## src/nes_bus_pkg.sv

```systemverilog
// ------------------------------------------------
// CPU-side bus definitions of the console core
// Widths, memory map addresses and the bus structs
// shared by the decoder, the DMA and the read path
// ------------------------------------------------

package nes_bus_pkg;

	typedef logic [15:0] addr_t;  // CPU address
	typedef logic [7:0]  data_t;  // Data byte
	typedef logic [4:0]  joy_t;   // Serial pad data lines

	// What the CPU core drives
	typedef struct packed {
		addr_t addr;
		logic  rnw;    // 1 = read
		data_t wdata;
	} cpu_bus_t;

	// Access that actually goes on the bus
	typedef struct packed {
		addr_t addr;
		logic  rd;
		logic  wr;
		data_t wdata;
	} bus_req_t;

	// One-hot-ish register region selects
	typedef struct packed {
		logic ppu_sel;
		logic apu_sel;
		logic apu_status_sel;
		logic joy1_sel;
		logic joy2_sel;
		logic mem_sel;
	} region_t;

	// Memory map
	localparam addr_t PPU_BASE        = 16'h2000;
	localparam addr_t PPU_END         = 16'h4000;  // Exclusive
	localparam addr_t APU_BASE        = 16'h4000;
	localparam addr_t APU_END         = 16'h4018;  // Exclusive
	localparam addr_t APU_STATUS_ADDR = 16'h4015;
	localparam addr_t JOY1_ADDR       = 16'h4016;  // Strobe on write
	localparam addr_t JOY2_ADDR       = 16'h4017;
	localparam addr_t OAM_DMA_ADDR    = 16'h4014;  // Sprite DMA page
	localparam addr_t OAM_DATA_ADDR   = 16'h2004;  // PPU OAM data port
	localparam addr_t IO_END          = 16'h4020;  // Cart space from here

	localparam int JOY_STROBE_BITS = 3;  // Pad strobe/expansion lines

endpackage

```

## src/dma_pkg.sv

```systemverilog
// ------------------------------------------------
// DMA controller definitions
// State encodings, sprite page length and the
// request the DMA hands to the bus decoder
// ------------------------------------------------

package dma_pkg;

	// Sprite DMA
	// SPR_WAIT is both the alignment wait and a cycle stolen by DMC
	typedef enum logic [1:0] {
		SPR_IDLE,
		SPR_WAIT,
		SPR_XFER
	} spr_state_t;

	// DMC sample fetch
	typedef enum logic {
		DMC_IDLE,
		DMC_GRANT
	} dmc_state_t;

	// DMA wants the bus when enable is set
	typedef struct packed {
		logic                  enable;
		nes_bus_pkg::bus_req_t req;
	} dma_req_t;

	localparam int OAM_PAGE_LEN = 256;  // Bytes per sprite page

endpackage

```

## src/bus_decode.sv

```systemverilog
// ------------------------------------------------
// Bus master select and address decode
// DMA takes the bus whenever it asks for it. The
// selected address drives the region selects and
// the sprite DMA trigger
// ------------------------------------------------

module bus_decode (
	input  logic                  clk,
	input  logic                  reset,
	input  logic                  ce,
	input  nes_bus_pkg::cpu_bus_t cpu,
	input  dma_pkg::dma_req_t     dma,
	output nes_bus_pkg::bus_req_t bus,
	output nes_bus_pkg::region_t  region,
	output logic                  oam_trigger
);

	logic                  cpu_hold;  // CPU off the bus until first ce after reset
	nes_bus_pkg::bus_req_t cpu_req;
	nes_bus_pkg::addr_t    sel_addr;

	// CPU comes out of reset on its first enable
	always_ff @(posedge clk) begin
		if (reset) begin
			cpu_hold <= 1'b1;
		end else if (ce) begin
			cpu_hold <= 1'b0;
		end
	end

	// Split rnw into strobes
	always_comb begin
		cpu_req.addr  = cpu.addr;
		cpu_req.rd    = !cpu_hold && cpu.rnw;
		cpu_req.wr    = !cpu_hold && !cpu.rnw;
		cpu_req.wdata = cpu.wdata;
	end

	assign bus      = dma.enable ? dma.req : cpu_req;  // DMA wins
	assign sel_addr = bus.addr;

	always_comb begin
		region.ppu_sel = sel_addr >= nes_bus_pkg::PPU_BASE
			&& sel_addr < nes_bus_pkg::PPU_END;   // Mirrored 8 regs
		region.apu_sel = sel_addr >= nes_bus_pkg::APU_BASE
			&& sel_addr < nes_bus_pkg::APU_END;   // Joypads live in here too
		region.apu_status_sel = sel_addr == nes_bus_pkg::APU_STATUS_ADDR;
		region.joy1_sel       = sel_addr == nes_bus_pkg::JOY1_ADDR;
		region.joy2_sel       = sel_addr == nes_bus_pkg::JOY2_ADDR;
		// Internal RAM below the PPU, cart space above the IO block
		region.mem_sel = sel_addr < nes_bus_pkg::PPU_BASE
			|| sel_addr >= nes_bus_pkg::IO_END;
	end

	// Write to 4014h kicks off sprite DMA
	assign oam_trigger = ce && bus.wr && sel_addr == nes_bus_pkg::OAM_DMA_ADDR;

	// Main regions never overlap, whoever owns the bus
	assert property (@(posedge clk) disable iff (reset)
		$onehot0({region.ppu_sel, region.apu_sel, region.mem_sel}))
		else $error("bus_decode: overlapping region selects at %h", sel_addr);

endmodule

```

## src/dma_engine.sv

```systemverilog
// ------------------------------------------------
// Sprite and DMC sample DMA with the cycle parity
// Sprite DMA reads on even cycles and writes OAM on
// odd ones. A DMC fetch steals an even cycle and the
// sprite transfer then resumes where it stopped
// ------------------------------------------------

module dma_engine (
	input  logic               clk,
	input  logic               reset,
	input  logic               ce,
	input  logic               oam_trigger,
	input  logic               cpu_rnw,
	input  nes_bus_pkg::data_t cpu_wdata,
	input  nes_bus_pkg::data_t read_data,
	input  logic               dmc_request,   // Level from the APU
	input  nes_bus_pkg::addr_t dmc_addr,
	output dma_pkg::dma_req_t  dma,
	output logic               pause_cpu,
	output logic               dmc_ack,       // One cycle pulse
	output logic               odd_cycle
);

	dma_pkg::spr_state_t spr_state;
	dma_pkg::dmc_state_t dmc_state;
	nes_bus_pkg::data_t  spr_page;    // Source page high byte
	logic [7:0]          spr_index;   // Byte within page
	nes_bus_pkg::data_t  spr_byte;    // Read data held for the OAM write
	logic                spr_last;

	assign spr_last = spr_index == 8'(dma_pkg::OAM_PAGE_LEN - 1);

	// APU cycle parity, odd out of reset
	always_ff @(posedge clk) begin
		if (reset) begin
			odd_cycle <= 1'b1;
		end else if (ce) begin
			odd_cycle <= !odd_cycle;
		end
	end

	// DMC grant on an even read cycle, ack on the following even one
	always_ff @(posedge clk) begin
		if (reset) begin
			dmc_state <= dma_pkg::DMC_IDLE;
		end else if (ce) begin
			case (dmc_state)
				dma_pkg::DMC_IDLE: begin
					if (dmc_request && cpu_rnw && !odd_cycle)
						dmc_state <= dma_pkg::DMC_GRANT;
				end
				dma_pkg::DMC_GRANT: begin
					if (!odd_cycle)
						dmc_state <= dma_pkg::DMC_IDLE;  // Ack cycle done
				end
				default: dmc_state <= dma_pkg::DMC_IDLE;
			endcase
		end
	end

	always_ff @(posedge clk) begin
		if (reset) begin
			spr_state <= dma_pkg::SPR_IDLE;
		end else if (ce) begin
			if (oam_trigger) begin
				spr_state <= dma_pkg::SPR_WAIT;
			end else begin
				case (spr_state)
					dma_pkg::SPR_WAIT: begin
						// Align so the first transfer cycle is an even read
						if (cpu_rnw && odd_cycle)
							spr_state <= dma_pkg::SPR_XFER;
					end
					dma_pkg::SPR_XFER: begin
						if (!odd_cycle && dmc_state == dma_pkg::DMC_GRANT)
							spr_state <= dma_pkg::SPR_WAIT;   // DMC steals this slot
						else if (odd_cycle && spr_last)
							spr_state <= dma_pkg::SPR_IDLE;   // 256th write
					end
					default: spr_state <= dma_pkg::SPR_IDLE;
				endcase
			end
		end
	end

	// Page, index and data byte
	always_ff @(posedge clk) begin
		if (oam_trigger) begin
			spr_page  <= cpu_wdata;
			spr_index <= '0;
		end else if (ce && spr_state == dma_pkg::SPR_XFER && odd_cycle) begin
			spr_index <= spr_index + 8'd1;  // Advance after each OAM write
		end
		if (ce && spr_state == dma_pkg::SPR_XFER)
			spr_byte <= read_data;
	end

	assign dmc_ack   = dmc_state == dma_pkg::DMC_GRANT && !odd_cycle;
	assign pause_cpu = spr_state != dma_pkg::SPR_IDLE || dmc_request;

	always_comb begin
		dma.enable    = dmc_ack || spr_state == dma_pkg::SPR_XFER;
		dma.req.rd    = dma.enable && !odd_cycle;
		dma.req.wr    = dma.enable && odd_cycle;
		dma.req.wdata = spr_byte;
		if (dmc_ack)
			dma.req.addr = dmc_addr;                    // Sample fetch
		else if (!odd_cycle)
			dma.req.addr = {spr_page, spr_index};       // Sprite source
		else
			dma.req.addr = nes_bus_pkg::OAM_DATA_ADDR;  // OAM data port
	end

	// DMC fetch only lands in an even slot
	assert property (@(posedge clk) disable iff (reset) dmc_ack |-> !odd_cycle)
		else $error("dma_engine: dmc_ack on an odd cycle");

	// CPU must be stalled while DMA drives the bus
	assert property (@(posedge clk) disable iff (reset) dma.enable |-> pause_cpu)
		else $error("dma_engine: DMA owns bus without pause_cpu");

endmodule

```

## src/nes_bus_dma_top.sv

```systemverilog
// ------------------------------------------------
// CPU-side bus of the console core
// Connects the decoder, the DMA engine and the read
// data path. CPU, APU, PPU and memory sit outside
// ------------------------------------------------

module nes_bus_dma_top (
	input  logic                  clk,
	input  logic                  reset,
	input  logic                  ce,            // CPU cycle enable
	input  nes_bus_pkg::cpu_bus_t cpu,
	input  logic                  dmc_request,
	input  nes_bus_pkg::addr_t    dmc_addr,
	input  nes_bus_pkg::data_t    mem_din,
	input  nes_bus_pkg::data_t    ppu_dout,
	input  nes_bus_pkg::data_t    apu_status,
	input  nes_bus_pkg::joy_t     joypad1_data,
	input  nes_bus_pkg::joy_t     joypad2_data,
	output nes_bus_pkg::bus_req_t bus,
	output nes_bus_pkg::data_t    cpu_din,
	output logic                  pause_cpu,     // To CPU ready
	output logic                  dmc_ack,
	output logic                  odd_cycle,     // APU parity
	output logic [nes_bus_pkg::JOY_STROBE_BITS-1:0] joypad_out,
	output logic [1:0]            joypad_clock
);

	dma_pkg::dma_req_t    dma;
	nes_bus_pkg::region_t region;
	logic                 oam_trigger;

	bus_decode bus_decode_inst (
		.clk         (clk),
		.reset       (reset),
		.ce          (ce),
		.cpu         (cpu),
		.dma         (dma),
		.bus         (bus),
		.region      (region),
		.oam_trigger (oam_trigger)
	);

	dma_engine dma_engine_inst (
		.clk         (clk),
		.reset       (reset),
		.ce          (ce),
		.oam_trigger (oam_trigger),
		.cpu_rnw     (cpu.rnw),
		.cpu_wdata   (cpu.wdata),   // Page number on 4014h write
		.read_data   (cpu_din),     // Sprite source byte
		.dmc_request (dmc_request),
		.dmc_addr    (dmc_addr),
		.dma         (dma),
		.pause_cpu   (pause_cpu),
		.dmc_ack     (dmc_ack),
		.odd_cycle   (odd_cycle)
	);

	read_data_path read_data_path_inst (
		.clk          (clk),
		.reset        (reset),
		.ce           (ce),
		.bus          (bus),
		.region       (region),
		.mem_din      (mem_din),
		.ppu_dout     (ppu_dout),
		.apu_status   (apu_status),
		.joypad1_data (joypad1_data),
		.joypad2_data (joypad2_data),
		.cpu_din      (cpu_din),
		.joypad_out   (joypad_out),
		.joypad_clock (joypad_clock)
	);

endmodule

```

## src/read_data_path.sv

```systemverilog
// ------------------------------------------------
// Read data toward the CPU and the joypad port
// Muxes the source picked by the decoder, keeps the
// open-bus value and drives pad strobe and clocks
// ------------------------------------------------

module read_data_path (
	input  logic                  clk,
	input  logic                  reset,
	input  logic                  ce,
	input  nes_bus_pkg::bus_req_t bus,
	input  nes_bus_pkg::region_t  region,
	input  nes_bus_pkg::data_t    mem_din,
	input  nes_bus_pkg::data_t    ppu_dout,
	input  nes_bus_pkg::data_t    apu_status,
	input  nes_bus_pkg::joy_t     joypad1_data,
	input  nes_bus_pkg::joy_t     joypad2_data,
	output nes_bus_pkg::data_t    cpu_din,
	output logic [nes_bus_pkg::JOY_STROBE_BITS-1:0] joypad_out,
	output logic [1:0]            joypad_clock
);

	nes_bus_pkg::data_t open_bus;  // Last value seen on the data bus

	// Bus capacitance holds the last byte
	always_ff @(posedge clk) begin
		open_bus <= cpu_din;
	end

	always_comb begin
		if (region.joy1_sel) begin
			cpu_din = {open_bus[7:5], joypad1_data};  // Upper bits float
		end else if (region.joy2_sel) begin
			cpu_din = {open_bus[7:5], joypad2_data};
		end else if (region.apu_status_sel) begin
			cpu_din = apu_status;
		end else if (region.apu_sel) begin
			cpu_din = open_bus;                       // Write-only APU regs
		end else if (region.ppu_sel) begin
			cpu_din = ppu_dout;
		end else if (region.mem_sel) begin
			cpu_din = mem_din;
		end else begin
			cpu_din = open_bus;  // 4018h..401Fh test regs
		end
	end

	// Pad strobe latch
	always_ff @(posedge clk) begin
		if (reset) begin
			joypad_out <= '0;
		end else if (ce && bus.wr && region.joy1_sel) begin
			joypad_out <= bus.wdata[nes_bus_pkg::JOY_STROBE_BITS-1:0];
		end
	end

	// One shift clock per read of each pad port
	assign joypad_clock = {ce && bus.rd && region.joy2_sel,
		ce && bus.rd && region.joy1_sel};

endmodule

```

## config.mk

```make
export PLATFORM = sky130hd
export DESIGN_NAME = nes_bus_dma_top
export DESIGN_NICKNAME = d
export VERILOG_FILES = /design/src/nes_bus_pkg.sv /design/src/dma_pkg.sv /design/src/bus_decode.sv /design/src/dma_engine.sv /design/src/nes_bus_dma_top.sv /design/src/read_data_path.sv
export SDC_FILE = /design/constraint.sdc
export NUM_CORES = 1
export LEC_CHECK = 0
export CAP_MARGIN = 20
export CORE_MARGIN = 2
export CORE_UTILIZATION = 39
export DETAILED_ROUTE_END_ITERATION = 10
export DONT_BUFFER_PORTS = 1
export PLACE_DENSITY = 0.51
export SKIP_CTS_REPAIR_TIMING = 1
export SLEW_MARGIN = 10
export SYNTH_ARGS = -nofsm -noshare
export SYNTH_HDL_FRONTEND = slang
export SYNTH_SLANG_ARGS = --single-unit
```

## constraint.sdc

```tcl
create_clock -name clk -period 3.5 [get_ports clk]
set_input_delay 0 -clock clk [delete_from_list [all_inputs] [get_ports clk]]
set_output_delay 0 -clock clk [all_outputs]
set_load 0.05 [all_outputs]
```

### Yosys cells after proc, flatten, opt, wreduce, memory -nomap -nowiden

Index checks and enable logic that the tools add are counted.
Widths: inputs -> output; s select.

| word-level totals | value |
|---|---|
| register bits | 40 |
| word-level logic and storage cells | 70 |
| output and inout port bits | 42 |
| input port bits | 79 |

| cells by class | value |
|---|---|
| mux-type cells | 17 |
| bitwise operators | 1 |
| reductions and logical operators | 27 |
| add/subtract/negate cells | 1 |
| order comparisons | 6 |
| eq/ne operators | 9 |

Operators with widths:

| kind | count |
|---|---|
| $eq 16x15->1 const B | 4 |
| $mux 8 | 6 |
| $ge 16x15->1 const B | 2 |
| $lt 16x15->1 const B | 2 |
| $mux 16 | 2 |
| $mux 26 | 1 |
| $logic_and 1x1->1 | 19 |
| $ge 16x14->1 const B | 1 |
| $lt 16x14->1 const B | 1 |
| $add 8x1->8 const B | 1 |
| $eq 8x8->1 const B | 1 |
| $mux 2 | 4 |
| $ne 4x2->1 const B | 1 |
| $pmux 2 s2 | 1 |
| $logic_not 1->1 | 3 |
| $logic_or 1x1->1 | 3 |
| $ne 3x2->1 const B | 1 |
| $reduce_and 3->1 | 1 |
| $eq 2x1->1 const B | 1 |
| $eq 2x2->1 const B | 1 |
| $mux 1 | 2 |
| $pmux 1 s2 | 1 |
| $reduce_bool 2->1 | 1 |
| $not 1->1 | 1 |

### Depth between registers and ports, before layout

| logic depth | value |
|---|---|
| depth after elaboration | 13 |
| depth in mapped cells | 12 |
| depth with buffers taken out | 10 |

### Modules after synthesis

Synthesis repeated with hierarchy kept, for this count alone.

| unflattened totals | value |
|---|---|
| cell total of the unflattened synthesis | 270 |
| area, all modules | 2,641.3 µm² |

By module, submodules not included:

| module | seq. area each (µm²) | cells an instance | area each (µm²) | times used |
|---|---|---|---|---|
| dma_engine | 720.7 | 125 | 1,352.5 | 1 |
| read_data_path | 220.2 | 88 | 763.2 | 1 |
| bus_decode | 20.0 | 57 | 525.5 | 1 |

### Worst setup path after synthesis

No wires, ideal clock.

| path | value |
|---|---|
| kind | reg2reg |
| start point | register dma_engine_inst.odd_cycle |
| end point | register dma_engine_inst.spr_byte[0], data pin |
| buffers on the path | 1 |
| data required time | 3,143 ps |
| slack | -498 ps |
| clock period less this slack | 3,998 ps |
| arrival | 3,641 ps |
| setup time | 357 ps |
| cell stages (with the launch flop) | 11 |
| cells stage by stage | dfxtp_1 buf_2 nand2b_4 inv_2 nor2_1 o2bb2ai_1 nor3b_4 o21ai_2 mux2_1 mux2i_1 a21oi_1 |

RTL lines:

| what | line | RTL |
|---|---|---|
| start, declared | dma_engine.sv:21 | `output logic odd_cycle` |
| start signal, assigned | dma_engine.sv:38 | `odd_cycle <= !odd_cycle;` |
| end signal, assigned | dma_engine.sv:95 | `spr_byte <= read_data;` |
| end, declared | dma_engine.sv:28 | `nes_bus_pkg::data_t spr_byte;` |

==> results by group <==
Run status
  – Status: finished, violations left
  – Failing checks: hold timing

Logic synthesis
  – Proportion of synthesized chip area in sequential cells: 37.1%
  – Summed instance area of the synthesized netlist: 2590 sq um
  – Number of nets produced by synthesis: 375
  – Yosys warns: 0
  – Distinct cells, synth: 56
  – Gate count after technology mapping: 295
  – Synthesized flop and latch total: 40
  – Average footprint of a synthesized cell: 8.77 sq um
  – Primary FF master, synth: sky130_fd_sc_hd__dfxtp_1
  – Count of flip-flops with a built-in enable after synthesis: 16
  – Async set-or-reset flop fraction in the synthesized netlist: 0%

Place
  – Half-perimeter wire length of the detailed placement result: 6090 microns
  – Final weighted congestion in routability-driven placement: 0.834
  – Placed Cells: 385
  – Count of buffers inserted at the top-level ports: 0

Global route
  – Vias in the first global route: 2231
  – Wire length of the first global-routing pass: 12100 microns
  – GR Overflow Total: 0
  – Maximum number of pins on one net before global-route repair: 36
  – Number of antenna violations at the first check in global routing: 0
  – Combined global-route utilization of all metal layers: 21.5%

Worst setup path
  – Category of the most critical setup path: flop to primary output
  – Worst setup EP type: primary output
  – Required arrival time at the worst endpoint: 3500 ps
  – CP startpoint kind: flop
  – Arrival time of data at the critical path endpoint: 3210 ps
  – Max Fanout on Critical Path: 9

Route
  – Post-detailed-route count of antenna-violating nets: 0
  – Routed wire length per instance: 19.2 microns
  – Vias: 2342
  – Average via count per standard cell: 5.71
  – Total Wirelength: 7880 microns
  – Count of TritonRoute iterations in the first routing pass: 4
  – Detailed-route DRC error count: 0
  – Detailed Route Iter0 Violations: 124

Timing
  – Hold violation count in the final report: 2
  – Final hold slack: -29.6 ps
  – Number of setup violations in the final report: 0
  – Summed negative setup slack over all endpoints: 0 ps
  – Transition time at the pin with the least slew margin: 887 ps
  – Fmax achieved: 0.312 GHz
  – Part of the cycle the worst path needs: 91.7%
  – Clock skew: 12.8 ps
  – Worst slew margin: 40.7%
  – Shortest period the worst path allows: 3210 ps
  – Total count of max-transition violations in the final report: 0
  – Setup repair after global routing missed its margin: false

Clock network
  – H-tree levels: 2
  – Number of buffers between clock root and the deepest sink: 2
  – Clk_lat worst skew: 300 ps
  – Clk root buf: sky130_fd_sc_hd__clkbuf_8
  – Reg clk slew, reported paths: 80 ps
  – Cts bufs inserted: 5
  – TritonCTS clock tree: built
  – Sink count of the clock tree: 40

Die
  – Standard cell core area: 6390 sq um
  – Chip Height: 85.5 microns
  – Die Wd: 85.5 microns
  – Die area: 7300 sq um
  – Boundary pin count: 121
  – Initial cell density of the core: 40.5%
  – Row count: 29

Power and ir drop
  – Power Dens Cells: 373 nW/um^2
  – Leakage dissipation: 1.26 nW
  – Maximum resistive drop on vdd: 0.210 mV

Finish
  – P&R area growth vs syn: 24.3%
  – Layout filler cell count: 625
  – Final nets: 412
  – Share of final-layout standard cells stronger than drive strength 1: 18.9%
  – Number of inserted diodes: 0
  – Non-filler instance count after layout: 410

Job
  – Number of maximum-capacitance constraint violations: 0

Hold path
  – Worst hold-check path type: input port to flop
[per-layer routing]
layer,routed length (microns),global-route usage (%),up-vias
met3,638,6.42,12
met1,3360,27.7,1090
met4,136,6.93,0
li1,-,-,1139
met5,0,0,-
met2,3740,34.6,101
[cell families after synthesis]
group                    Yosys count  share of synthesized area, %
AND/OR/NAND/NOR                  137                          29.1
AO/OA/AOI/OAI                     64                          17.5
flip-flops                        40                          37.1
multiplexers                      25                          9.91
buffers and inverters             21                          3.48
XOR/XNOR                           7                          2.37
adder cells (fa/ha/maj)            1                         0.483
[sequential cells by signal, summed over array words and instances (netlist names)]
signal                          cells
dma_engine_inst.spr_byte            8
dma_engine_inst.spr_state           2
dma_engine_inst.dmc_state           1
read_data_path_inst.open_bus        8
dma_engine_inst.spr_index           8
bus_decode_inst.cpu_hold            1
dma_engine_inst.odd_cycle           1
dma_engine_inst.spr_page            8
read_data_path_inst.joypad_out      3
[per-stage QoR]
step           hold WS (ps)  setup WS [ps]  power, mW  utilization [%]  cell area (sq um)
4_1_cts                -256            246       1.19             47.7               3050
2_1_floorplan          98.9           61.7      0.746                -               2660
3_5_place_dp           76.3            512      0.799             45.9               2930
5_1_grt                8.70           4.64       1.25             50.4               3220
6_report              -29.6            291       1.20             50.4               3220
3_3_place_gp           74.8            566      0.798             45.9               2930
[power breakdown]
group	switching (mW)	internal, mW	total [mW]	leakage, nW
Combinational	0.194	0.0962	0.290	0.867
Clock	0.179	0.215	0.394	0.0548
Sequential	0.0137	0.501	0.515	0.341
[path summary, 6_finish.rpt]
| check | from | endpoint | slack (ps) | cells past startpoint |
|---|---|---|---|---|
| worst max-delay path | dma_engine_inst.odd_cycle | cpu_din[2] | 290 | 10 |
| worst min-delay path | cpu[8] | dma_engine_inst.dmc_state | -30 | 4 |
| worst min register to register | bus_decode_inst.cpu_hold | bus_decode_inst.cpu_hold | 540 | 1 |
| worst max register to register | dma_engine_inst.odd_cycle | dma_engine_inst.spr_byte[3] | 540 | 9 |
[worst max-delay path, stage by stage, from the launching register on]
cell                       delay, ps
sky130_fd_sc_hd__dfxtp_1         330
sky130_fd_sc_hd__nand2b_4        160
sky130_fd_sc_hd__inv_2           140
sky130_fd_sc_hd__nor2_2          360
sky130_fd_sc_hd__a21o_2          420
sky130_fd_sc_hd__nor3b_4         110
sky130_fd_sc_hd__o21ai_2         470
sky130_fd_sc_hd__mux2_1          370
sky130_fd_sc_hd__mux2i_1         240
sky130_fd_sc_hd__a21oi_4         100
sky130_fd_sc_hd__buf_4           210
[synth_stat cells, drive strengths merged, types with 6 or more instances]
library cell / count / share of area, %
a21o: 7 / 2.0
a21oi: 15 / 3.0
buf: 7 / 1.5
clkbuf: 9 / 1.3
dfxtp: 24 / 19
edfxtp: 16 / 19
mux2i: 20 / 7.7
nand2: 47 / 6.8
nand3: 8 / 2.0
nand4bb: 6 / 2.6
nor2: 35 / 5.1
nor2b: 12 / 3.0
o21ai: 9 / 1.9
[layout make-up]
| type | count | area [sq um] | share of cell area [%] |
|---|---|---|---|
| well taps | 77 | 96.3 | 2.99 |
| multi-input cells | 234 | 1610 | 50.1 |
| inverters | 5 | 18.8 | 0.583 |
| flip-flops and latches | 40 | 961 | 29.9 |
| repair buffers | 46 | 413 | 12.8 |
| clock buffers | 5 | 68.8 | 2.14 |
| clock inverters | 3 | 46.3 | 1.44 |
[placed cells by master (no fill, tap or decap), types with 3 or more instances in the layout]
cell type	count
sky130_fd_sc_hd__a211oi_1	3
sky130_fd_sc_hd__a2bb2oi_1	5
sky130_fd_sc_hd__mux2_1	5
sky130_fd_sc_hd__xnor2_1	3
sky130_fd_sc_hd__a31oi_1	3
sky130_fd_sc_hd__dlygate4sd3_1	17
sky130_fd_sc_hd__buf_4	27
sky130_fd_sc_hd__nand4_1	3
sky130_fd_sc_hd__nand4bb_1	6
sky130_fd_sc_hd__nor2_1	32
sky130_fd_sc_hd__nand3_1	7
sky130_fd_sc_hd__nor2b_1	11
sky130_fd_sc_hd__nand2_1	47
sky130_fd_sc_hd__xor2_1	4
sky130_fd_sc_hd__edfxtp_1	16
sky130_fd_sc_hd__nand2b_1	3
sky130_fd_sc_hd__a22oi_1	5
sky130_fd_sc_hd__nor2_2	3
sky130_fd_sc_hd__dfxtp_1	24
sky130_fd_sc_hd__and3_1	4
sky130_fd_sc_hd__a221o_1	3
sky130_fd_sc_hd__mux2i_1	20
sky130_fd_sc_hd__clkbuf_8	5
sky130_fd_sc_hd__a21oi_1	9
sky130_fd_sc_hd__a21o_1	6
sky130_fd_sc_hd__a21oi_4	5
sky130_fd_sc_hd__o21ai_1	6
sky130_fd_sc_hd__nand3b_1	4
sky130_fd_sc_hd__inv_2	3
Power figures use the tool's default switching activity.
